File: config.mk
export PLATFORM = sky130hd
export DESIGN_NAME = rv_regfile
export DESIGN_NICKNAME = d
export VERILOG_FILES = /design/src/rv_isa_pkg.sv /design/src/rv_regfile.sv
export SDC_FILE = /design/constraint.sdc
export NUM_CORES = 2
export LEC_CHECK = 0
export BUFFER_PORTS_ARGS = -buffer_cell sky130_fd_sc_hd__buf_2
export CAP_MARGIN = 20
export CORE_MARGIN = 2
export CORE_UTILIZATION = 58
export CTS_CLUSTER_DIAMETER = 120
export DETAILED_ROUTE_END_ITERATION = 12
export PLACE_DENSITY = 0.78
export SETUP_SLACK_MARGIN = 0.4
export SYNTH_ARGS = -nofsm -noshare
export SYNTH_HDL_FRONTEND = slang
export SYNTH_SLANG_ARGS = --single-unit
File: constraint.sdc
create_clock -name clk -period 3.9 [get_ports clk]
set_clock_uncertainty 0.05 [all_clocks]
set_input_delay 0.78 -clock clk [delete_from_list [all_inputs] [get_ports clk]]
set_output_delay 0.78 -clock clk [all_outputs]
set_load 0.02 [all_outputs]
File: src/rv_isa_pkg.sv
// RV32I instruction encodings
package rv_isa_pkg;

  // architectural widths
  localparam int xlen      = 32;
  localparam int reg_idx_w = 5;
  localparam int num_regs  = 1 << reg_idx_w;
  localparam int shamt_w   = 5;
  localparam int opcode_w  = 7;

  // major opcodes, bits [6:0]
  typedef enum logic [opcode_w-1:0] {
    op_lui    = 7'b0110111,
    op_auipc  = 7'b0010111,
    op_jal    = 7'b1101111,
    op_jalr   = 7'b1100111,
    op_branch = 7'b1100011,
    op_load   = 7'b0000011,
    op_store  = 7'b0100011,
    op_imm    = 7'b0010011,
    op_op     = 7'b0110011,
    op_system = 7'b1110011
  } opcode_e;

  // funct3 for op and op_imm
  localparam logic [2:0] f3_add_sub = 3'b000;
  localparam logic [2:0] f3_sll     = 3'b001;
  localparam logic [2:0] f3_slt     = 3'b010;
  localparam logic [2:0] f3_sltu    = 3'b011;
  localparam logic [2:0] f3_xor     = 3'b100;
  localparam logic [2:0] f3_srl_sra = 3'b101;
  localparam logic [2:0] f3_or      = 3'b110;
  localparam logic [2:0] f3_and     = 3'b111;

  // funct3 for branches
  localparam logic [2:0] f3_beq  = 3'b000;
  localparam logic [2:0] f3_bne  = 3'b001;
  localparam logic [2:0] f3_blt  = 3'b100;
  localparam logic [2:0] f3_bge  = 3'b101;
  localparam logic [2:0] f3_bltu = 3'b110;
  localparam logic [2:0] f3_bgeu = 3'b111;

  // funct3 for loads, stores and jalr
  localparam logic [2:0] f3_byte   = 3'b000;
  localparam logic [2:0] f3_half   = 3'b001;
  localparam logic [2:0] f3_word   = 3'b010;
  localparam logic [2:0] f3_byte_u = 3'b100;
  localparam logic [2:0] f3_half_u = 3'b101;
  localparam logic [2:0] f3_jalr   = 3'b000;

  // funct7 for the base and alternate forms
  localparam logic [6:0] f7_base = 7'b0000000;
  localparam logic [6:0] f7_alt  = 7'b0100000;

  // fixed whole-word encodings
  localparam logic [xlen-1:0] nop_inst    = 32'h0000_0013;
  localparam logic [xlen-1:0] ebreak_inst = 32'h0010_0073;

endpackage

File: src/rv_regfile.sv
// integer register file
`timescale 1ns/10ps

module rv_regfile (
  input  logic                           clk,
  input  logic                           rst_n,
  input  logic [rv_isa_pkg::reg_idx_w-1:0] rs1,
  input  logic [rv_isa_pkg::reg_idx_w-1:0] rs2,
  input  logic [rv_isa_pkg::reg_idx_w-1:0] rd,
  input  logic                           wen,
  input  logic [rv_isa_pkg::xlen-1:0]    wdata,
  output logic [rv_isa_pkg::xlen-1:0]    rdata_1,
  output logic [rv_isa_pkg::xlen-1:0]    rdata_2
);

  logic [rv_isa_pkg::xlen-1:0] regs [rv_isa_pkg::num_regs];

  // x0 stays at its reset value since it is never written
  always_ff @(posedge clk) begin
    if (!rst_n) begin
      for (int i = 0; i < rv_isa_pkg::num_regs; i++) begin
        regs[i] <= '0;
      end
    end else if (wen && (rd != '0)) begin
      regs[rd] <= wdata;
    end
  end

  assign rdata_1 = regs[rs1];
  assign rdata_2 = regs[rs2];

  a_x0_zero: assert property (@(posedge clk) disable iff (!rst_n)
    (rs1 == '0) |-> (rdata_1 == '0));

endmodule

==> metrics <==
status finished, final reports clean; via/cell ratio ~6.9; Seq/Total Area, Yosys a little under three fifths; Mean Syn Cell Area between 10 and 15 µm²; fillers about 6.8k; Clock Tree Buf Depth 3; Seq cells post-synth between 1k and 1.5k; final worst-path setup slack between 300 and 400 ps; Hold Crit Depth 2; Max Cap Viol 0; total grt overflow 0; drt pass-1 iters 7; post-synthesis cell count around 4.6k; IO Port Bufs 113; Routed WL ~190000 µm; critical path arrival about 2700 ps; peak supply drop 0.398 mV; Die W 314 µm; WP data required roughly 3100 ps; Final min period between 3000 and 4000 ps; Std-Cell Core Area ~95000 µm²; antenna-violating nets left 0; clock sinks 1024; die area around 100000 µm²; CTS Buf Count 107; Clk pin slew, worst setup/hold paths 60 ps; critical path capture point type output pin; Distinct cells, synth 32; routed len/inst roughly 31 µm; Root Driver clkbuf_16; DP HPWL 108000 µm; Mapped Area 55700 µm²; initial antenna violation count 25; Post-DP Area roughly 59000 µm²; via count 41.1k; Yosys top cell area share a little under three fifths; max-slew violation count 0; crit path kind input port to output pin; worst slew pin tran between 900 and 1000 ps; largest net degree at the start of global routing 70; first-pass GRT wire length between 200000 and 300000 µm; dominant cell type by area after synthesis edfxtp_1; Synth area leaders edfxtp_1 (55%), mux2i_1 (18%), and2_1 (11%); H-tree levels 3; startpoint types input port; total power 26.1 mW; filler-free cell count of the finished design 5996; yosys warns 0; Largest Register regs; crit-path max FO 23; Tightest Hold Check Type input port to flip-flop; Final period util between 90% and 100%; vias in the first global route ~40k; RePlAce Congestion slightly below 0.9; final instance area between 60000 and 70000 µm²; setup slack at placement around 370 ps; synthesis-to-layout area growth 12.0%; # setup viols final 0; static leakage about 24 nW; Die Y ~310 µm; Post-Place Cells ~5.8k; layout cell share with drive strength beyond 1 11.8%; 1st-iter DRT viols slightly below 7k; Max transition margin roughly two fifths; Top Registers regs: 1024 flops; nets approximately 4.7k; placement row count approximately 110; Initial Util roughly three fifths; CTS tree built; RSZ-0062 raised after global routing yes; Pwr per Cell Area between 400 and 500 nW/µm²; Fin Setup TNS 0 ps; drt drc 0; max reg flops between 1k and 1.5k; final hold vios 0; GRT Util Overall about 37%; Top Ports approximately 110; Max Clock Freq 282 MHz
## final timing paths
check                               endpoint  startpoint  slack [ps]
hold / removal    regs[27][22]$_SDFFCE_PN0P_   wdata[22]         620
setup / recovery                 rdata_2[15]      rs2[2]         360
## cell type report
class                   count  area, µm²  area share (%)
flip-flops and latches   1024      30700            49.3
multi-input cells        3165      23600            37.7
repair buffers            338       3270            5.25
clock buffers             139       2840            4.55
well taps                1265       1580            2.54
clock inverters            47        355           0.569
diodes                     17       42.5          0.0682
inverters                   1       3.75         0.00602
## critical path: stages
cell and delay, ps:
buf_2 160, and2_4 550, buf_12 300, a22o_1 190
nor3_1 70, a31oi_1 290, nand3_1 170, buf_2 200
## through the flow
| stage | util (%) | hold slack [ps] |
|---|---|---|
| 6_report | 65.6 | 621 |
| 5_1_grt | 65.6 | 649 |
| 4_1_cts | 65.4 | 599 |
| 3_5_place_dp | 62.1 | 1330 |
| 3_3_place_gp | 62.1 | 1320 |
| 2_1_floorplan | - | 928 |
## power by group
part | leakage, nW | switching [mW] | internal [mW]
clock | 1.55 | 4.28 | 5.41
sequential | 9.75 | 0.336 | 12.7
combinational | 13.2 | 2.17 | 1.16
total | 24.5 | 6.79 | 19.3
## layer usage
metal / vias to the layer above / part of all wire [%] / global-route usage (%)
li1: 17000 / - / -
met1: 20100 / 36 / 49.3
met2: 3392 / 44 / 54.6
met3: 622 / 14 / 10.8
met4: 8 / 5.6 / 21.4
met5: - / 0.030 / 0
## layout by cell type (no fill, tap or decap), types with 14 or more instances in the layout
cell	instances
buf_2	111
nor3_1	63
clkbuf_1	30
clkinv_1	21
a21oi_1	192
a22oi_1	192
clkinv_2	14
nand3_1	193
edfxtp_1	1024
o21ai_4	31
buf_4	148
diode_2	17
nor2_4	20
a31oi_1	63
mux2i_1	1024
a22o_1	128
clkbuf_16	110
conb_1	32
nand2_1	194
and2_1	992
buf_12	73
## logic make-up after synthesis
group                  Yosys count  synth area share (%)
flip-flops                    1024                  55.2
AO/OA/AOI/OAI                  607                  7.32
AND/OR/NAND/NOR               1502                  15.4
multiplexers                  1024                  18.4
other                            1               0.00673
buffers and inverters          451                  3.71
## cell usage after synthesis
library cell,n
a21oi_1,192
a22o_1,128
a22oi_1,192
a31oi_1,64
and2_1,994
buf_1,33
buf_2,82
buf_4,60
buf_6,3
clkbuf_1,254
clkbuf_2,18
conb_1,1
edfxtp_1,1024
inv_1,1
mux2i_1,1024
nand2_1,196
nand2_2,1
nand2b_1,4
nand3_1,193
nand3b_1,3
nand4_1,1
nand4b_1,1
nor2_1,23
nor2_2,7
nor2_4,5
nor2b_1,4
nor3_1,64
o21ai_0,31
or2_2,2
or3_1,1
or3_4,1
or3b_1,2
## what timing repair did
action / in CTS / in global routing
cloned: 0 / 1
setup endpoints to repair: 3 / 17
setup buffers: 0 / 1
resized for setup: 2 / 7
hold buffers: 0 / 0
(Power assumes the default switching activity.)
