<file path="config.mk">
export PLATFORM = sky130hd
export DESIGN_NAME = rv_alu
export DESIGN_NICKNAME = d
export VERILOG_FILES = /design/src/rv_isa_pkg.sv /design/src/rv_core_pkg.sv /design/src/rv_alu.sv
export SDC_FILE = /design/constraint.sdc
export NUM_CORES = 1
export LEC_CHECK = 0
export BUFFER_PORTS_ARGS = -buffer_cell sky130_fd_sc_hd__buf_2
export CAP_MARGIN = 30
export CORE_AREA = 2 2 131 133
export DETAILED_ROUTE_END_ITERATION = 8
export DIE_AREA = 0 0 133 135
export PLACE_DENSITY_LB_ADDON = 0.25
export SETUP_SLACK_MARGIN = 0.05
export SYNTH_ARGS = -nofsm -noshare
export SYNTH_HDL_FRONTEND = slang
export SYNTH_SLANG_ARGS = --single-unit
</file>
<file path="constraint.sdc">
create_clock -name vclk -period 12.9
set_clock_uncertainty 0.05 [all_clocks]
set_input_delay 2.58 -clock vclk [all_inputs]
set_output_delay 2.58 -clock vclk [all_outputs]
set_load 0.02 [all_outputs]
</file>
<file path="src/rv_isa_pkg.sv">
// RV32I instruction encodings
package rv_isa_pkg;

  // architectural widths
  localparam int xlen      = 32;
  localparam int reg_idx_w = 5;
  localparam int num_regs  = 1 << reg_idx_w;
  localparam int shamt_w   = 5;
  localparam int opcode_w  = 7;

  // major opcodes, bits [6:0]
  typedef enum logic [opcode_w-1:0] {
    op_lui    = 7'b0110111,
    op_auipc  = 7'b0010111,
    op_jal    = 7'b1101111,
    op_jalr   = 7'b1100111,
    op_branch = 7'b1100011,
    op_load   = 7'b0000011,
    op_store  = 7'b0100011,
    op_imm    = 7'b0010011,
    op_op     = 7'b0110011,
    op_system = 7'b1110011
  } opcode_e;

  // funct3 for op and op_imm
  localparam logic [2:0] f3_add_sub = 3'b000;
  localparam logic [2:0] f3_sll     = 3'b001;
  localparam logic [2:0] f3_slt     = 3'b010;
  localparam logic [2:0] f3_sltu    = 3'b011;
  localparam logic [2:0] f3_xor     = 3'b100;
  localparam logic [2:0] f3_srl_sra = 3'b101;
  localparam logic [2:0] f3_or      = 3'b110;
  localparam logic [2:0] f3_and     = 3'b111;

  // funct3 for branches
  localparam logic [2:0] f3_beq  = 3'b000;
  localparam logic [2:0] f3_bne  = 3'b001;
  localparam logic [2:0] f3_blt  = 3'b100;
  localparam logic [2:0] f3_bge  = 3'b101;
  localparam logic [2:0] f3_bltu = 3'b110;
  localparam logic [2:0] f3_bgeu = 3'b111;

  // funct3 for loads, stores and jalr
  localparam logic [2:0] f3_byte   = 3'b000;
  localparam logic [2:0] f3_half   = 3'b001;
  localparam logic [2:0] f3_word   = 3'b010;
  localparam logic [2:0] f3_byte_u = 3'b100;
  localparam logic [2:0] f3_half_u = 3'b101;
  localparam logic [2:0] f3_jalr   = 3'b000;

  // funct7 for the base and alternate forms
  localparam logic [6:0] f7_base = 7'b0000000;
  localparam logic [6:0] f7_alt  = 7'b0100000;

  // fixed whole-word encodings
  localparam logic [xlen-1:0] nop_inst    = 32'h0000_0013;
  localparam logic [xlen-1:0] ebreak_inst = 32'h0010_0073;

endpackage

</file>
<file path="src/rv_core_pkg.sv">
// core microarchitecture types
package rv_core_pkg;

  localparam logic [rv_isa_pkg::xlen-1:0] reset_pc = '0;

  // data memory geometry
  localparam int dmem_words = 256;
  localparam int dmem_idx_w = $clog2(dmem_words);

  typedef enum logic [4:0] {
    alu_add,
    alu_sub,
    alu_sll,
    alu_slt,
    alu_sltu,
    alu_xor,
    alu_srl,
    alu_sra,
    alu_or,
    alu_and,
    alu_beq,
    alu_bne,
    alu_blt,
    alu_bge,
    alu_bltu,
    alu_bgeu,
    alu_pass_b
  } alu_op_e;

  typedef enum logic [1:0] {
    mw_byte = 2'd0,
    mw_half = 2'd1,
    mw_word = 2'd2
  } mem_width_e;

  // execute stage control, one per decoded instruction
  typedef struct packed {
    alu_op_e    alu_op;
    mem_width_e mem_width;
    logic       reg_wen;
    logic       mem_wen;
    logic       is_load;
    logic       is_unsigned;
    logic       need_imm;
    logic       pc_operand;
    logic       is_branch;
    logic       is_jal;
    logic       is_jalr;
    logic       is_ebreak;
    logic       illegal;
  } ctrl_t;

  typedef struct packed {
    logic                        valid;
    logic [rv_isa_pkg::xlen-1:0] addr;
    logic [rv_isa_pkg::xlen-1:0] data;
    mem_width_e                  width;
  } store_t;

endpackage

</file>
<file path="src/rv_alu.sv">
// integer ALU with branch compare
`timescale 1ns/10ps

module rv_alu (
  input  logic [rv_isa_pkg::xlen-1:0] operand_a,
  input  logic [rv_isa_pkg::xlen-1:0] operand_b,
  input  rv_core_pkg::alu_op_e        alu_op,
  output logic [rv_isa_pkg::xlen-1:0] result,
  output logic                        taken
);

  logic [rv_isa_pkg::shamt_w-1:0] shamt;
  logic                           lt_s;
  logic                           lt_u;

  assign shamt = operand_b[rv_isa_pkg::shamt_w-1:0];
  assign lt_s  = $signed(operand_a) < $signed(operand_b);
  assign lt_u  = operand_a < operand_b;

  always_comb begin
    result = '0;
    taken  = 1'b0;
    case (alu_op)
      rv_core_pkg::alu_add:    result = operand_a + operand_b;
      rv_core_pkg::alu_sub:    result = operand_a - operand_b;
      rv_core_pkg::alu_sll:    result = operand_a << shamt;
      rv_core_pkg::alu_slt:    result = {{(rv_isa_pkg::xlen-1){1'b0}}, lt_s};
      rv_core_pkg::alu_sltu:   result = {{(rv_isa_pkg::xlen-1){1'b0}}, lt_u};
      rv_core_pkg::alu_xor:    result = operand_a ^ operand_b;
      rv_core_pkg::alu_srl:    result = operand_a >> shamt;
      rv_core_pkg::alu_sra:    result = $unsigned($signed(operand_a) >>> shamt);
      rv_core_pkg::alu_or:     result = operand_a | operand_b;
      rv_core_pkg::alu_and:    result = operand_a & operand_b;
      // branch conditions only drive taken
      rv_core_pkg::alu_beq:    taken = (operand_a == operand_b);
      rv_core_pkg::alu_bne:    taken = (operand_a != operand_b);
      rv_core_pkg::alu_blt:    taken = lt_s;
      rv_core_pkg::alu_bge:    taken = !lt_s;
      rv_core_pkg::alu_bltu:   taken = lt_u;
      rv_core_pkg::alu_bgeu:   taken = !lt_u;
      rv_core_pkg::alu_pass_b: result = operand_b;
      default:                 result = '0;
    endcase
  end

endmodule

</file>
==> flow_summary.toml <==
[timing]
post-route-period-util = 0.727
hold_viol_final = 0
whs_ns = 5.52
worst_pin_slew_ns = 0.928
layout_setup_ws_ns = 3.52
finalSetupViolCount = 0
setup-tns-final_ns = 0
drv_slew = 0
fin_crit_ns = 9.38
max_freq_ghz = 0.107
relSlewSlack = 0.378
rsz0062_at_grt = "no"

[placed_design]
gp_congestion = 1.06
placed_area_um2 = 9510
port_buffers = 102
place_hpwl_um = 33200
dp_slack_ns = 3.79
placed_cells = 1619

[setup_path]
setup.worst_path.end_class = "output port"
critPathKind = "in -> out"
crit_required_ns = 10.27
worstPathMaxFanout = 78
arrival_ns = 6.75
worstSetupStartpointType = "primary input"

[hold_path]
holdPathEnd = "taken"
hp-class = "in -> out"
min_from = "alu_op[4]"
holdPathStages = 3

[routing]
remaining_drc_errors = 0
wl_um = 43200
vias = 11948
postRouteAntennaNets = 0
wl_per_cell_um = 26.7
drt_pass1_iterations = 8
first_iter_violations = 1966
vias_per_cell = 7.38

[logic_synthesis]
synth_nets = 1555
syn-instance-count = 1387
synth_cell_types = 97
yosysSeqAreaShare = 0
yosys_warnings = 0
postSynthAreaPerCell_um2 = 6.61
netlist_area_um2 = 9170

[global_routing]
antenna_found_initial = 1
grt_pass1_wl_um = 64500
grt-ovfl-total = 0
track_usage = 0.462
grt_max_degree = 79
grt_pass1_vias = 10646

[floorplanning]
initial_core_util = 0.559
die_area_um2 = 18000
die_height_um = 135
dieWidth_um = 133
num_rows = 47
core_um2 = 16400
io-pin-count = 102

[clock_tree]
post_cts_buffers = 0
ctsResizeCount = 0
ctsHoldBuffers = 0

[power_and_ir_drop]
power_mw = 0.440
ir_drop_uv = 29.1
power.density_nw_per_um2 = 46.2
p_leak_nw = 4.19

[layout]
ff_latch_area_um2 = 0
final_cells = 1620
seq_cells = 0
area_growth_pct = 3.82
multi_input_area_um2 = 8220
nFillCells = 1659
stdcell_area_um2 = 9520
diodes = 0
layout.nets = 1570
final_util = 0.580
layout-drive-gt1-share = 0.138
clock_buffers = 0

[run_status]
status = "finished, final reports clean"

[job]
cap_violations = 0
how the worst max path moves through the flow:
| stage | from | end | slack [ns] | cells past startpoint |
|---|---|---|---|---|
| after floorplan | operand_b[2] | result[26] | 4.25 | 15 |
| after global placement | operand_b[2] | result[26] | 3.84 | 13 |
| after detailed placement | operand_b[2] | result[18] | 3.79 | 14 |
| after CTS | operand_b[2] | result[18] | 3.79 | 14 |
| after global routing | operand_b[2] | result[18] | 3.36 | 14 |
| final | operand_b[2] | result[18] | 3.52 | 14 |
cell usage after synthesis (5+ instances only):
cell / n / area, um2
o221ai_1: 11 / 96.3
and3_1: 6 / 37.5
o21bai_1: 18 / 135
mux2_2: 20 / 225
buf_4: 7 / 52.6
buf_6: 10 / 113
a21oi_1: 130 / 651
o22ai_1: 20 / 125
or2_2: 5 / 31.3
o211ai_1: 34 / 255
o2111ai_1: 6 / 52.6
mux2i_1: 63 / 631
or3_1: 6 / 37.5
o21ai_0: 103 / 515
nand2b_1: 10 / 62.6
inv_1: 95 / 357
a211oi_1: 28 / 210
nor4_1: 9 / 56.3
nor2b_1: 15 / 93.8
o311ai_0: 6 / 52.6
ha_1: 97 / 1210
buf_1: 22 / 82.6
nand4_1: 7 / 43.8
xnor2_1: 6 / 52.6
o31ai_1: 11 / 82.6
nor3_1: 28 / 140
a31oi_1: 20 / 125
buf_2: 24 / 120
and2_1: 6 / 37.5
nor2_1: 167 / 627
o21ai_1: 6 / 30.0
nand3_1: 30 / 150
o21a_1: 12 / 90.1
mux4_2: 12 / 270
a21o_1: 21 / 158
a211o_1: 5 / 43.8
nand2_1: 120 / 450
a221o_1: 14 / 140
a22oi_1: 15 / 113
clkbuf_8: 5 / 68.8
a221oi_1: 29 / 254
clkbuf_1: 36 / 135
power by group:
part	switching (mW)	internal [mW]
combinational	0.297	0.143
clock	0	0
sequential	0	0
total	0.297	0.143
cells in the final DEF (no fill, tap or decap), types with 7 or more instances in the layout:
master	instances
o221ai_1	11
a221oi_1	29
mux4_2	12
a221o_1	14
o211ai_1	34
a21oi_1	130
nand3_1	30
nor4_1	9
o21ai_0	103
ha_1	97
buf_4	18
o22ai_1	20
mux2i_1	63
inv_1	95
a211oi_1	28
a21o_1	21
a22oi_1	15
nand4_1	7
nor3_1	27
nor2_1	167
nor2b_1	15
nand2_1	120
o21a_1	12
o31ai_1	11
a31oi_1	20
mux2_2	20
buf_2	101
o21bai_1	18
nand2b_1	10
logic make-up (layout without fill, tap and decap cells):
family,Yosys count,after routing,share of synthesized area
xor+xnor,7,7,0.00669
compound gates,553,553,0.414
fa+ha+maj,99,99,0.137
mux,95,95,0.123
simple gates,428,428,0.214
buf+inv,205,218,0.106
cell type report:
class,instances,share of cell area
tap,220,0.0289
timing repair buffer,120,0.0686
inverter,98,0.0386
multi-input combinational,1182,0.864
critical path, stage by stage:
cell	delay, ns
buf_2	0.08
buf_4	0.60
inv_1	0.19
ha_1	0.48
o21bai_1	0.17
a221oi_2	0.39
o221ai_1	0.18
a21oi_1	0.29
o21ai_1	0.38
a21boi_0	0.38
o22ai_1	0.13
o21ai_0	0.41
o2111ai_1	0.24
buf_2	0.22
routing by layer:
layer / wire (um) / vias up / global-route usage / share of wire
met3: 6420 / 177 / 0.108 / 0.15
met2: 17600 / 975 / 0.682 / 0.41
met1: 17000 / 5561 / 0.646 / 0.39
met4: 2190 / 2 / 0.189 / 0.051
li1: - / 5233 / - / -
met5: 7 / - / 0 / 0.00016
Power figures use the tool's default switching activity.
