### src/rv_isa_pkg.sv
// RV32I instruction encodings
package rv_isa_pkg;

  // architectural widths
  localparam int xlen      = 32;
  localparam int reg_idx_w = 5;
  localparam int num_regs  = 1 << reg_idx_w;
  localparam int shamt_w   = 5;
  localparam int opcode_w  = 7;

  // major opcodes, bits [6:0]
  typedef enum logic [opcode_w-1:0] {
    op_lui    = 7'b0110111,
    op_auipc  = 7'b0010111,
    op_jal    = 7'b1101111,
    op_jalr   = 7'b1100111,
    op_branch = 7'b1100011,
    op_load   = 7'b0000011,
    op_store  = 7'b0100011,
    op_imm    = 7'b0010011,
    op_op     = 7'b0110011,
    op_system = 7'b1110011
  } opcode_e;

  // funct3 for op and op_imm
  localparam logic [2:0] f3_add_sub = 3'b000;
  localparam logic [2:0] f3_sll     = 3'b001;
  localparam logic [2:0] f3_slt     = 3'b010;
  localparam logic [2:0] f3_sltu    = 3'b011;
  localparam logic [2:0] f3_xor     = 3'b100;
  localparam logic [2:0] f3_srl_sra = 3'b101;
  localparam logic [2:0] f3_or      = 3'b110;
  localparam logic [2:0] f3_and     = 3'b111;

  // funct3 for branches
  localparam logic [2:0] f3_beq  = 3'b000;
  localparam logic [2:0] f3_bne  = 3'b001;
  localparam logic [2:0] f3_blt  = 3'b100;
  localparam logic [2:0] f3_bge  = 3'b101;
  localparam logic [2:0] f3_bltu = 3'b110;
  localparam logic [2:0] f3_bgeu = 3'b111;

  // funct3 for loads, stores and jalr
  localparam logic [2:0] f3_byte   = 3'b000;
  localparam logic [2:0] f3_half   = 3'b001;
  localparam logic [2:0] f3_word   = 3'b010;
  localparam logic [2:0] f3_byte_u = 3'b100;
  localparam logic [2:0] f3_half_u = 3'b101;
  localparam logic [2:0] f3_jalr   = 3'b000;

  // funct7 for the base and alternate forms
  localparam logic [6:0] f7_base = 7'b0000000;
  localparam logic [6:0] f7_alt  = 7'b0100000;

  // fixed whole-word encodings
  localparam logic [xlen-1:0] nop_inst    = 32'h0000_0013;
  localparam logic [xlen-1:0] ebreak_inst = 32'h0010_0073;

endpackage

### src/rv_core_pkg.sv
// core microarchitecture types
package rv_core_pkg;

  localparam logic [rv_isa_pkg::xlen-1:0] reset_pc = '0;

  // data memory geometry
  localparam int dmem_words = 256;
  localparam int dmem_idx_w = $clog2(dmem_words);

  typedef enum logic [4:0] {
    alu_add,
    alu_sub,
    alu_sll,
    alu_slt,
    alu_sltu,
    alu_xor,
    alu_srl,
    alu_sra,
    alu_or,
    alu_and,
    alu_beq,
    alu_bne,
    alu_blt,
    alu_bge,
    alu_bltu,
    alu_bgeu,
    alu_pass_b
  } alu_op_e;

  typedef enum logic [1:0] {
    mw_byte = 2'd0,
    mw_half = 2'd1,
    mw_word = 2'd2
  } mem_width_e;

  // execute stage control, one per decoded instruction
  typedef struct packed {
    alu_op_e    alu_op;
    mem_width_e mem_width;
    logic       reg_wen;
    logic       mem_wen;
    logic       is_load;
    logic       is_unsigned;
    logic       need_imm;
    logic       pc_operand;
    logic       is_branch;
    logic       is_jal;
    logic       is_jalr;
    logic       is_ebreak;
    logic       illegal;
  } ctrl_t;

  typedef struct packed {
    logic                        valid;
    logic [rv_isa_pkg::xlen-1:0] addr;
    logic [rv_isa_pkg::xlen-1:0] data;
    mem_width_e                  width;
  } store_t;

endpackage

### src/rv_decoder.sv
// RV32I instruction decoder
`timescale 1ns/10ps

module rv_decoder (
  input  logic [rv_isa_pkg::xlen-1:0]      inst,
  output logic [rv_isa_pkg::reg_idx_w-1:0] rd,
  output logic [rv_isa_pkg::reg_idx_w-1:0] rs1,
  output logic [rv_isa_pkg::reg_idx_w-1:0] rs2,
  output logic [rv_isa_pkg::xlen-1:0]      imm,
  output rv_core_pkg::ctrl_t               ctrl
);

  rv_isa_pkg::opcode_e            opcode;
  logic [2:0]                     funct3;
  logic [6:0]                     funct7;
  logic                           is_shift;
  logic [rv_isa_pkg::xlen-1:0]    imm_i;
  logic [rv_isa_pkg::xlen-1:0]    imm_s;
  logic [rv_isa_pkg::xlen-1:0]    imm_b;
  logic [rv_isa_pkg::xlen-1:0]    imm_u;
  logic [rv_isa_pkg::xlen-1:0]    imm_j;

  // shared by op and op_imm
  function automatic rv_core_pkg::alu_op_e arith_op(input logic [2:0] f3, input logic alt);
    rv_core_pkg::alu_op_e op;
    case (f3)
      rv_isa_pkg::f3_add_sub: op = alt ? rv_core_pkg::alu_sub : rv_core_pkg::alu_add;
      rv_isa_pkg::f3_sll:     op = rv_core_pkg::alu_sll;
      rv_isa_pkg::f3_slt:     op = rv_core_pkg::alu_slt;
      rv_isa_pkg::f3_sltu:    op = rv_core_pkg::alu_sltu;
      rv_isa_pkg::f3_xor:     op = rv_core_pkg::alu_xor;
      rv_isa_pkg::f3_srl_sra: op = alt ? rv_core_pkg::alu_sra : rv_core_pkg::alu_srl;
      rv_isa_pkg::f3_or:      op = rv_core_pkg::alu_or;
      default:                op = rv_core_pkg::alu_and;
    endcase
    return op;
  endfunction

  assign opcode   = rv_isa_pkg::opcode_e'(inst[6:0]);
  assign funct3   = inst[14:12];
  assign funct7   = inst[31:25];
  assign rd       = inst[11:7];
  assign rs1      = inst[19:15];
  assign rs2      = inst[24:20];
  assign is_shift = (funct3 == rv_isa_pkg::f3_sll) || (funct3 == rv_isa_pkg::f3_srl_sra);

  // sign-extended immediate formats
  assign imm_i = {{20{inst[31]}}, inst[31:20]};
  assign imm_s = {{20{inst[31]}}, inst[31:25], inst[11:7]};
  assign imm_b = {{19{inst[31]}}, inst[31], inst[7], inst[30:25], inst[11:8], 1'b0};
  assign imm_u = {inst[31:12], 12'b0};
  assign imm_j = {{11{inst[31]}}, inst[31], inst[19:12], inst[20], inst[30:21], 1'b0};

  always_comb begin
    ctrl           = '0;
    ctrl.alu_op    = rv_core_pkg::alu_add;
    ctrl.mem_width = rv_core_pkg::mw_word;
    imm            = '0;
    case (opcode)
      rv_isa_pkg::op_lui: begin
        ctrl.alu_op   = rv_core_pkg::alu_pass_b;
        ctrl.need_imm = 1'b1;
        ctrl.reg_wen  = 1'b1;
        imm           = imm_u;
      end
      rv_isa_pkg::op_auipc: begin
        ctrl.pc_operand = 1'b1;
        ctrl.need_imm   = 1'b1;
        ctrl.reg_wen    = 1'b1;
        imm             = imm_u;
      end
      rv_isa_pkg::op_jal: begin
        ctrl.pc_operand = 1'b1;
        ctrl.need_imm   = 1'b1;
        ctrl.reg_wen    = 1'b1;
        ctrl.is_jal     = 1'b1;
        imm             = imm_j;
      end
      rv_isa_pkg::op_jalr: begin
        ctrl.need_imm = 1'b1;
        ctrl.reg_wen  = 1'b1;
        ctrl.is_jalr  = 1'b1;
        ctrl.illegal  = (funct3 != rv_isa_pkg::f3_jalr);
        imm           = imm_i;
      end
      rv_isa_pkg::op_branch: begin
        // compares rs1 with rs2, target adder lives in the core
        ctrl.is_branch = 1'b1;
        imm            = imm_b;
        case (funct3)
          rv_isa_pkg::f3_beq:  ctrl.alu_op = rv_core_pkg::alu_beq;
          rv_isa_pkg::f3_bne:  ctrl.alu_op = rv_core_pkg::alu_bne;
          rv_isa_pkg::f3_blt:  ctrl.alu_op = rv_core_pkg::alu_blt;
          rv_isa_pkg::f3_bge:  ctrl.alu_op = rv_core_pkg::alu_bge;
          rv_isa_pkg::f3_bltu: ctrl.alu_op = rv_core_pkg::alu_bltu;
          rv_isa_pkg::f3_bgeu: ctrl.alu_op = rv_core_pkg::alu_bgeu;
          default:             ctrl.illegal = 1'b1;
        endcase
      end
      rv_isa_pkg::op_load: begin
        ctrl.is_load  = 1'b1;
        ctrl.need_imm = 1'b1;
        ctrl.reg_wen  = 1'b1;
        imm           = imm_i;
        case (funct3)
          rv_isa_pkg::f3_byte: ctrl.mem_width = rv_core_pkg::mw_byte;
          rv_isa_pkg::f3_half: ctrl.mem_width = rv_core_pkg::mw_half;
          rv_isa_pkg::f3_word: ctrl.mem_width = rv_core_pkg::mw_word;
          rv_isa_pkg::f3_byte_u: begin
            ctrl.mem_width   = rv_core_pkg::mw_byte;
            ctrl.is_unsigned = 1'b1;
          end
          rv_isa_pkg::f3_half_u: begin
            ctrl.mem_width   = rv_core_pkg::mw_half;
            ctrl.is_unsigned = 1'b1;
          end
          default: ctrl.illegal = 1'b1;
        endcase
      end
      rv_isa_pkg::op_store: begin
        ctrl.mem_wen  = 1'b1;
        ctrl.need_imm = 1'b1;
        imm           = imm_s;
        case (funct3)
          rv_isa_pkg::f3_byte: ctrl.mem_width = rv_core_pkg::mw_byte;
          rv_isa_pkg::f3_half: ctrl.mem_width = rv_core_pkg::mw_half;
          rv_isa_pkg::f3_word: ctrl.mem_width = rv_core_pkg::mw_word;
          default:             ctrl.illegal = 1'b1;
        endcase
      end
      rv_isa_pkg::op_imm: begin
        // funct7 only matters for the shift forms
        ctrl.need_imm = 1'b1;
        ctrl.reg_wen  = 1'b1;
        ctrl.alu_op   = arith_op(funct3, is_shift && funct7[5]);
        ctrl.illegal  = is_shift && (funct7 != rv_isa_pkg::f7_base) &&
                        !((funct7 == rv_isa_pkg::f7_alt) && (funct3 == rv_isa_pkg::f3_srl_sra));
        imm           = imm_i;
      end
      rv_isa_pkg::op_op: begin
        ctrl.reg_wen = 1'b1;
        ctrl.alu_op  = arith_op(funct3, funct7[5]);
        ctrl.illegal = (funct7 != rv_isa_pkg::f7_base) &&
                       !((funct7 == rv_isa_pkg::f7_alt) &&
                         ((funct3 == rv_isa_pkg::f3_add_sub) ||
                          (funct3 == rv_isa_pkg::f3_srl_sra)));
      end
      rv_isa_pkg::op_system: begin
        // only ebreak, ecall and csr access are not supported
        ctrl.is_ebreak = (inst == rv_isa_pkg::ebreak_inst);
        ctrl.illegal   = (inst != rv_isa_pkg::ebreak_inst);
      end
      default: ctrl.illegal = 1'b1;
    endcase
    if (ctrl.illegal) begin
      ctrl.reg_wen = 1'b0;
      ctrl.mem_wen = 1'b0;
    end
  end

endmodule

### config.mk
export PLATFORM = sky130hd
export DESIGN_NAME = rv_decoder
export DESIGN_NICKNAME = d
export VERILOG_FILES = /design/src/rv_isa_pkg.sv /design/src/rv_core_pkg.sv /design/src/rv_decoder.sv
export SDC_FILE = /design/constraint.sdc
export NUM_CORES = 1
export LEC_CHECK = 0
export ABC_AREA = 1
export ABC_CLOCK_PERIOD_IN_PS = 1180
export BUFFER_PORTS_ARGS = -buffer_cell sky130_fd_sc_hd__buf_4
export CAP_MARGIN = 10
export CORE_UTILIZATION = 39
export DETAILED_ROUTE_END_ITERATION = 16
export PLACE_DENSITY = 0.85
export SETUP_SLACK_MARGIN = 0.4
export SLEW_MARGIN = 20
export SYNTH_ARGS = -nofsm -noshare
export SYNTH_HDL_FRONTEND = slang
export SYNTH_SLANG_ARGS = --single-unit
### constraint.sdc
create_clock -name vclk -period 1.18
set_input_delay 0.118 -clock vclk [all_inputs]
set_output_delay 0.118 -clock vclk [all_outputs]
set_load 0.005 [all_outputs]
==> results.sh, run 1 <==
export IMPL_ctsResizeCount=88
export IMPL_failing_step="4_1_cts"
export IMPL_tool_error="[ERROR DPL-0038] Utilization greater than 100%, impossible to legalize"
export IMPL_synth_top_family_by_area="simple AND/OR/NAND/NOR gates"
export IMPL_numPortBuffers=97
export IMPL_rows=18
export IMPL_synth_xor_area_share_pct=0
export IMPL_die_h_um=53.51
export IMPL_synth_top_cell_by_area="nand2_1"
export IMPL_postCtsHoldBufs=0
export IMPL_synthCells=217
export IMPL_syn_area_per_cell_um2=4.768
export IMPL_synth_top_area_share_pct=24.67
export IMPL_die_w_um=53.51
export IMPL_synth_warnings=0
export IMPL_synth_compound_area_share_pct=13.78
export IMPL_hpwl_mm=3.931
export IMPL_status="aborted with a tool error"
export IMPL_syn_num_nets=249
export IMPL_io_pins=97
export IMPL_start_util_pct=41.39
export IMPL_postCtsSetupBuffers=6
export IMPL_synthSimpleGateAreaFrac_pct=59.85
export IMPL_synthAdderAreaFrac_pct=0
export IMPL_ys_types=26
export IMPL_seq_area_frac_synth_pct=0
export IMPL_globalplace_congestion=0.9077
export IMPL_netlist_area_mm2=0.001035
export IMPL_synth_area_top_cells="nand2_1 (25%), nor2_1 (12%), buf_4 (11%)"
export IMPL_pre_cts_slack_ns=-0.2242
export IMPL_yosys_mux_area_fraction_pct=0
export IMPL_placedCellCount=376
[cells in the mapped netlist]
| cell | n |
|---|---|
| nand2_1 | 68 |
| nor2_1 | 33 |
| inv_1 | 29 |
| buf_4 | 15 |
| nand3_1 | 14 |
| o21ai_0 | 14 |
| inv_2 | 8 |
| o21ai_1 | 7 |
| nand2_2 | 5 |
| nor3_1 | 4 |
| nor2_4 | 3 |
| nand3_2 | 2 |
| nand4_1 | 2 |
| a31oi_1 | 1 |
| buf_2 | 1 |
| buf_6 | 1 |
| clkinv_2 | 1 |
| nand2_4 | 1 |
| nand3b_1 | 1 |
| nor2_2 | 1 |
| nor2_8 | 1 |
| nor3b_1 | 1 |
| o211ai_1 | 1 |
| o21ai_2 | 1 |
| o221ai_1 | 1 |
| o22ai_1 | 1 |
[kinds of logic after synthesis]
logic type	count (synthesis)
AO/OA/AOI/OAI	26
AND/OR/NAND/NOR	136
buffers and inverters	55
[stage by stage]
stage	instance area, µm²	TNS [ns]	utilization (%)
after detailed placement	2217	-6.503	88.69
after global placement	2217	-4.756	88.69
after floorplan	1187	0	-
==> inputs of run 2 (changes only) <==
Settings changed: CORE_AREA set to 2 2 63 65, CORE_UTILIZATION 39 to unset, DIE_AREA set to 0 0 65 67, PLACE_DENSITY 0.85 to unset, PLACE_DENSITY_LB_ADDON set to 0.15, SETUP_SLACK_MARGIN 0.4 to unset.
==> run 2 against run 1 <==
  * The flow now finishes, with violations (negative setup slack)
  * Synthesized area is the same
  * Synthesized cell count is the same
==> results.sh, run 2 <==
export IMPL_critPathMaxStageDelay_ns=0.20
export IMPL_tightest_slew_ns=0.2729
export IMPL_die_w_um=65
export IMPL_p_int_uw=335.3
export IMPL_numPortBuffers=97
export IMPL_synthCells=217
export IMPL_finalSetupViolations=44
export IMPL_crit_start="inst[4]"
export IMPL_finalCritPeriodShare_pct=121.7
export IMPL_p_sw_uw=282.2
export IMPL_mostFrequentLayoutCells="buf_4 (126), nand2_1 (37), buf_6 (30)"
export IMPL_synth_area_top_cells="nand2_1 (25%), nor2_1 (12%), buf_4 (11%)"
export IMPL_area_growth_pct=172.8
export IMPL_route_detailed_drc=0
export IMPL_hp_class="in -> out"
export IMPL_timing_slew_headroom_pct=81.74
export IMPL_crit_type="in -> out"
export IMPL_status="finished, violations left"
export IMPL_cp_cell_sequence="buf_8 > inv_4 > nand2_4 > nor2_4 > nand2_4 > nand3_4 > nor2_4 > nor2_2 > nand3_2 > nor2_1 > buf_4"
export IMPL_pre_cts_slack_ns=-0.2244
export IMPL_first_iter_violations=63
export IMPL_syn_num_nets=249
export IMPL_start_util_pct=28.70
export IMPL_final_util_pct=78.28
export IMPL_vias=1960
export IMPL_rows=22
export IMPL_seq_cell_count=0
export IMPL_cp_required_ns=1.06
export IMPL_routedWlPerCell_um=13.50
export IMPL_globalplace_congestion=0.8554
export IMPL_nets=400
export IMPL_crit_fanout=4
export IMPL_die_area_mm2=0.004355
export IMPL_n_clock_buffer=0
export IMPL_synth_top_area_share_pct=24.67
export IMPL_path_depth=11
export IMPL_fin_crit_ns=1.436
export IMPL_synth_warnings=0
export IMPL_syn_area_per_cell_um2=4.768
export IMPL_ys_types=26
export IMPL_grt_max_degree=12
export IMPL_cp_start_kind="primary input"
export IMPL_io_pins=97
export IMPL_vias_per_cell=4.734
export IMPL_end_kind="primary output"
export IMPL_grt_overflow=0
export IMPL_cp_endpoint="ctrl[9]"
export IMPL_antenna_found_initial=0
export IMPL_ant_nets=0
export IMPL_synth_top_cells_by_count="nand2_1 (68), nor2_1 (33), inv_1 (29)"
export IMPL_power_uw=617.5
export IMPL_register_area_um2=0
export IMPL_setup_ws_ns=-0.2559
export IMPL_combPwrFrac_pct=100.0
export IMPL_drt_wl_total_mm=5.591
export IMPL_crit_path_top_delay_cell="nor2_4"
export IMPL_max_freq_mhz=696.4
export IMPL_netlist_area_mm2=0.001035
export IMPL_worst_path_buf_inv=3
export IMPL_rsz0062_at_grt="yes"
export IMPL_first_global_vias=1643
export IMPL_hp_start="inst[10]"
export IMPL_grt_pass1_wl_mm=7.410
export IMPL_core_area_mm2=0.003606
export IMPL_p_leak_nw=1.624
export IMPL_synth_most_common_cell="nand2_1"
export IMPL_crit_arrival_ns=1.32
export IMPL_vdd_drop_max_v=0.0001443
export IMPL_power_share_clock_pct=0
export IMPL_hpwl_mm=3.509
export IMPL_grtUsageTotal_pct=20.93
export IMPL_drv_cap=0
export IMPL_pwr_density_cell_mw_per_mm2=218.8
export IMPL_final_max_slew_viol_count=0
export IMPL_seq_power_share_pct=0
export IMPL_hold_violations=0
export IMPL_netSwitchingFraction_pct=45.69
export IMPL_finalHoldWorstSlack_ns=0.4116
export IMPL_critical_path_top_delay_family="simple AND/OR/NAND/NOR gates"
export IMPL_failed_checks="negative setup slack"
export IMPL_synth_top_cell_by_area="nand2_1"
export IMPL_layout_commonest_cell="buf_4"
export IMPL_drive_gt1_share_pct=72.13
export IMPL_die_h_um=67
export IMPL_drtPass1Iterations=4
export IMPL_seq_area_frac_synth_pct=0
export IMPL_diodes=0
-- run 2: cells by family after synthesis --
kind of cell | synth area share (%)
AND/OR/NAND/NOR | 59.86
AO/OA/AOI/OAI | 13.79
buffers and inverters | 26.36
-- run 2: layer usage --
metal / vias up / global-route usage (%) / share of wire, %
li1: 964 / - / -
met5: - / 0 / 0
met4: 0 / 1.862 / 3.0
met1: 881 / 26.25 / 37
met3: 15 / 2.534 / 7.9
met2: 100 / 39.30 / 52
-- run 2: cell type report --
class / count / area [µm²]
fill: 271 / 783.3
inverter: 38 / 176.4
multi-input combinational: 162 / 1122
tap: 48 / 60.06
timing repair buffer: 166 / 1464
-- run 2: how the worst min path moves through the flow --
stage                    to  slack (ns)  cells past startpoint
floorplan           ctrl[7]        0.27                      1
global placement      rd[3]        0.41                      2
detailed placement    rd[3]        0.41                      2
CTS                   rd[3]        0.41                      2
global route          rd[1]        0.42                      2
finish                rd[3]        0.41                      2
-- run 2: power groups by stage --
stage                     Sequential, mW  Combinational [mW]  Clock [mW]
after floorplan                        0               0.161           0
after global placement                 0               0.437           0
after detailed placement               0               0.439           0
after CTS                              0               0.549           0
after global routing                   0               0.659           0
final                                  0               0.617           0
-- run 2: timing repair --
item | CTS | global route
gates cloned | 0 | 1
hold buffers | 0 | 0
setup buffers | 12 | 7
endpoints found under the setup margin | 44 | 47
resized for setup | 116 | 55
pin swaps | 36 | 30
-- run 2: per-stage QoR --
step	TNS (ns)	instances	cell area (µm²)
finish	-5.902	414	2823
global route	-8.581	414	2823
CTS	-4.243	408	2582
detailed placement	-6.269	396	2090
floorplan	0	217	1035
global placement	-5.501	396	2090
Power figures use the tool's default switching activity.
==> inputs of run 3 (changes only) <==
Settings changed: ABC_CLOCK_PERIOD_IN_PS 1180 to 1300.
Clock period 1.18 ns to 1.3 ns, I/O delays scaled along.
==> run 3 against run 2 <==
  * The flow still finishes with violations (negative setup slack)
  * Core utilization is 11 points lower
  * Non-clock buffer count fell by 20
  * Global-route usage down 2.3 points
  * Hold slack improved by 0.024 ns
  * Largest cell class unchanged
==> results.sh, run 3 (synthesis gave the netlist of run 2 again) <==
export IMPL_rsz0062_at_grt="yes"
export IMPL_failed_checks="negative setup slack"
export IMPL_finalHoldWorstSlack_ns=0.4356
export IMPL_cp_required_ns=1.17
export IMPL_register_area_um2=0
export IMPL_globalplace_congestion=0.8397
export IMPL_nets=380
export IMPL_crit_fanout=4
export IMPL_drv_cap=0
export IMPL_status="finished, violations left"
export IMPL_die_area_mm2=0.004355
export IMPL_diodes=0
export IMPL_vias_per_cell=4.574
export IMPL_hp_class="in -> out"
export IMPL_layout_commonest_cell="buf_4"
export IMPL_numPortBuffers=97
export IMPL_tns_ns=-0.1701
export IMPL_final_max_slew_viol_count=0
export IMPL_drive_gt1_share_pct=63.87
export IMPL_grt_pass1_wl_mm=6.720
export IMPL_pre_cts_slack_ns=-0.1339
export IMPL_finalCritPeriodShare_pct=103.4
export IMPL_hpwl_mm=3.569
export IMPL_postCtsHoldBufs=0
export IMPL_max_freq_mhz=744.2
export IMPL_first_global_vias=1568
export IMPL_finalSetupViolations=13
export IMPL_n_clock_buffer=0
export IMPL_cp_endpoint="ctrl[9]"
export IMPL_power_uw=480.1
export IMPL_cp_start_kind="primary input"
export IMPL_end_kind="primary output"
export IMPL_die_w_um=65
export IMPL_core_area_mm2=0.003606
export IMPL_area_growth_pct=132.8
export IMPL_io_pins=97
export IMPL_crit_type="in -> out"
export IMPL_first_iter_violations=53
export IMPL_vias=1802
export IMPL_drtPass1Iterations=4
export IMPL_start_util_pct=28.70
export IMPL_timing_slew_headroom_pct=79.84
export IMPL_routedWlPerCell_um=11.52
export IMPL_route_detailed_drc=0
export IMPL_crit_arrival_ns=1.21
export IMPL_vdd_drop_max_v=0.0001219
export IMPL_grt_overflow=0
export IMPL_hold_violations=0
export IMPL_crit_start="inst[4]"
export IMPL_mostFrequentLayoutCells="buf_4 (130), nand2_1 (51), inv_1 (23)"
export IMPL_grt_max_degree=12
export IMPL_final_util_pct=66.79
export IMPL_antenna_found_initial=0
export IMPL_die_h_um=67
export IMPL_setup_ws_ns=-0.04368
export IMPL_ant_nets=0
export IMPL_drt_wl_total_mm=4.539
export IMPL_fin_crit_ns=1.344
export IMPL_rows=22
export IMPL_tightest_slew_ns=0.3007
export IMPL_p_leak_nw=1.455
export IMPL_seq_cell_count=0
export IMPL_worstHoldPathCells=2
export IMPL_grtUsageTotal_pct=18.64
export IMPL_pwr_density_cell_mw_per_mm2=199.3
-- run 3: changes by cell type in the layout (fill, tap and decap cells not counted), sizes merged --
| cell | before | now |
|---|---|---|
| buf | 165 | 146 |
| clkbuf | 1 | 0 |
-- run 3: what timing repair did --
item,in CTS,in global routing
setup buffers,5,4
pin swaps,26,31
endpoints found under the setup margin,43,41
gates resized for setup,54,50
-- run 3: how the worst min path moves through the flow --
stage	start	to	slack, ns
floorplan	inst[13]	ctrl[7]	0.30
global placement	inst[10]	rd[3]	0.44
detailed placement	inst[10]	rd[3]	0.44
CTS	inst[10]	rd[3]	0.44
global route	inst[8]	rd[1]	0.44
finish	inst[10]	rd[3]	0.44
-- run 3: stage by stage --
| step | cells | cell area, µm² |
|---|---|---|
| 3_5_place_dp | 386 | 2027 |
| 5_1_grt | 394 | 2409 |
| 2_1_floorplan | 217 | 1035 |
| 4_1_cts | 390 | 2216 |
| 3_3_place_gp | 386 | 2027 |
| 6_report | 394 | 2409 |
-- run 3: critical path: stages --
cell and delay [ns]:
buf_6 0.11, inv_4 0.05, nand2_4 0.04, nor2_4 0.15, nand2_2 0.12, nand2_1 0.08
nor2_1 0.05, nor2_1 0.13, nand3_2 0.12, nor2_1 0.11, buf_4 0.12
-- run 3: report_power, final --
part	switching, mW	internal, mW
sequential	0	0
combinational	0.225	0.255
clock	0	0
total	0.225	0.255
-- run 3: final cells by class --
type / instances / area [µm²]
fill: 340 / 1197
timing repair buffer: 146 / 1177
multi-input combinational: 162 / 994.7
inverter: 38 / 176.4
tap: 48 / 60.06
-- run 3: per-layer routing --
metal / vias up / wire length (µm) / global-route usage (%)
li1: 921 / - / -
met5: - / 0 / 0
met3: 8 / 388 / 1.858
met2: 79 / 2267 / 35.57
met1: 794 / 1796 / 22.60
met4: 0 / 87 / 3.191
==> inputs of run 4 (changes only) <==
--- a/config.mk
+++ b/config.mk
@@ -10,7 +10,7 @@
 export BUFFER_PORTS_ARGS = -buffer_cell sky130_fd_sc_hd__buf_4
 export CAP_MARGIN = 10
-export CORE_AREA = 2 2 63 65
+export CORE_AREA = 3 3 64 66
 export DETAILED_ROUTE_END_ITERATION = 16
-export DIE_AREA = 0 0 65 67
+export DIE_AREA = 0 0 67 69
 export PLACE_DENSITY_LB_ADDON = 0.15
 export SLEW_MARGIN = 20
==> constraint.sdc (replaced) <==
create_clock -name vclk -period 1.3
set_input_delay 0.26 -clock vclk [all_inputs]
set_output_delay 0.26 -clock vclk [all_outputs]
set_load 0.005 [all_outputs]
==> run 4 against run 3 <==
  * The run still ends with negative setup slack left
  * First-iteration DRC count up 49%
  * Combinational power up 18%
  * Via count up 6.7%
  * Power up 18%
  * Non-clock buffer count up 16
  * Die area up 6.2%
  * Global-route usage up 1.3 points
  * Final cell count up 4.3%
  * Hold slack better by 0.26 ns
  * Core utilization up 12 points
  * Routed wire length up 18%
  * Largest cell class unchanged
==> results.sh, run 4 (synthesis gave the netlist of run 2 again) <==
export IMPL_grt_overflow=0
export IMPL_io_pins=97
export IMPL_finalCritPeriodShare_pct=129.5
export IMPL_fin_crit_ns=1.683
export IMPL_drv_cap=0
export IMPL_hold_violations=0
export IMPL_nets=397
export IMPL_mostFrequentLayoutCells="buf_4 (120), buf_6 (36), nand2_1 (35)"
export IMPL_final_max_slew_viol_count=0
export IMPL_die_h_um=69
export IMPL_layout_commonest_cell="buf_4"
export IMPL_globalplace_congestion=0.8118
export IMPL_vias=1923
export IMPL_cp_cell_sequence="buf_8 > nand2_8 > nor2_4 > nand2_2 > nand2_4 > buf_8 > nor3_1 > nor2_4 > buf_4"
export IMPL_vias_per_cell=4.679
export IMPL_fin_cells=411
export IMPL_cp_required_ns=1.04
export IMPL_crit_fanout=5
export IMPL_status="finished, violations left"
export IMPL_hp_class="in -> out"
export IMPL_tns_ns=-10.85
export IMPL_routedWlPerCell_um=13.07
export IMPL_route_detailed_drc=0
export IMPL_crit_path_top_delay_cell="nor3_1"
export IMPL_vdd_drop_max_v=0.0001606
export IMPL_first_iter_violations=79
export IMPL_finalSetupViolations=49
export IMPL_failed_checks="negative setup slack"
export IMPL_crit_type="in -> out"
export IMPL_antenna_found_initial=0
export IMPL_die_w_um=67
export IMPL_pwr_density_cell_mw_per_mm2=197.5
export IMPL_tightest_slew_ns=0.4065
export IMPL_critical_path_top_delay_family="simple AND/OR/NAND/NOR gates"
export IMPL_n_clock_buffer=0
export IMPL_hpwl_mm=3.693
export IMPL_cp_start_kind="primary input"
export IMPL_rows=22
export IMPL_start_util_pct=28.48
export IMPL_seq_cell_count=0
export IMPL_grt_pass1_wl_mm=7.803
export IMPL_drt_wl_total_mm=5.370
export IMPL_drive_gt1_share_pct=73.55
export IMPL_diodes=0
export IMPL_worst_path_buf_inv=3
export IMPL_rsz0062_at_grt="yes"
export IMPL_postCtsHoldBufs=0
export IMPL_ant_nets=0
export IMPL_crit_arrival_ns=1.42
export IMPL_p_leak_nw=1.568
export IMPL_final_util_pct=78.79
export IMPL_register_area_um2=0
export IMPL_end_kind="primary output"
export IMPL_die_area_mm2=0.004623
export IMPL_numPortBuffers=97
export IMPL_area_growth_pct=176.7
export IMPL_grt_max_degree=12
export IMPL_grtUsageTotal_pct=19.99
export IMPL_max_freq_mhz=594.1
export IMPL_core_area_mm2=0.003633
export IMPL_critPathMaxStageDelay_ns=0.38
export IMPL_timing_slew_headroom_pct=72.69
export IMPL_setup_ws_ns=-0.3833
export IMPL_drtPass1Iterations=5
export IMPL_placedCellCount=399
export IMPL_first_global_vias=1726
-- run 4: cell types whose count changed in the layout (fill, tap and decap cells not counted), sizes merged --
cell	previous run	this run
nand2	74	75
clkinvlp	0	1
buf	146	162
clkinv	2	0
inv	36	37
-- run 4: through the flow --
step / hold WS, ns / area (µm²) / worst slack [ns] / power (mW)
after floorplan: 0.5565 / 1141 / -0.01605 / 0.1642
after global placement: 0.6963 / 2218 / -0.3855 / 0.4298
after detailed placement: 0.6982 / 2218 / -0.4159 / 0.4323
after CTS: 0.6983 / 2663 / -0.3038 / 0.5255
after global routing: 0.7038 / 2863 / -0.4939 / 0.6073
final: 0.6962 / 2863 / -0.3833 / 0.5653
-- run 4: final cells by class --
| class | instances | area (µm²) |
|---|---|---|
| fillers | 253 | 770.7 |
| inverters | 38 | 186.4 |
| multi-input cells | 163 | 1205 |
| well taps | 48 | 60.06 |
| repair buffers | 162 | 1411 |
-- run 4: report_power, final --
part	internal, mW	switching (mW)
Clock	0	0
Sequential	0	0
Combinational	0.302	0.263
-- run 4: timing repair --
action,CTS,global route
pin swaps,38,23
resized for setup,109,47
endpoints found under the setup margin,49,49
gates cloned,0,1
endpoints found under the hold margin,0,0
setup buffers,8,7
-- run 4: per-layer routing --
layer / wire length, µm / up-vias / part of all wire, % / GRT usage [%]
li1: - / 959 / - / -
met1: 1956 / 874 / 36 / 24.73
met2: 2879 / 82 / 54 / 37.12
met3: 459 / 8 / 8.5 / 2.769
met4: 74 / 0 / 1.4 / 1.126
met5: 0 / - / 0 / 0
-- run 4: worst paths after layout --
| kind | endpoint | slack, ns | from | cells past startpoint |
|---|---|---|---|---|
| max | ctrl[10] | -0.38 | inst[0] | 9 |
| min | rs1[3] | 0.70 | inst[18] | 2 |
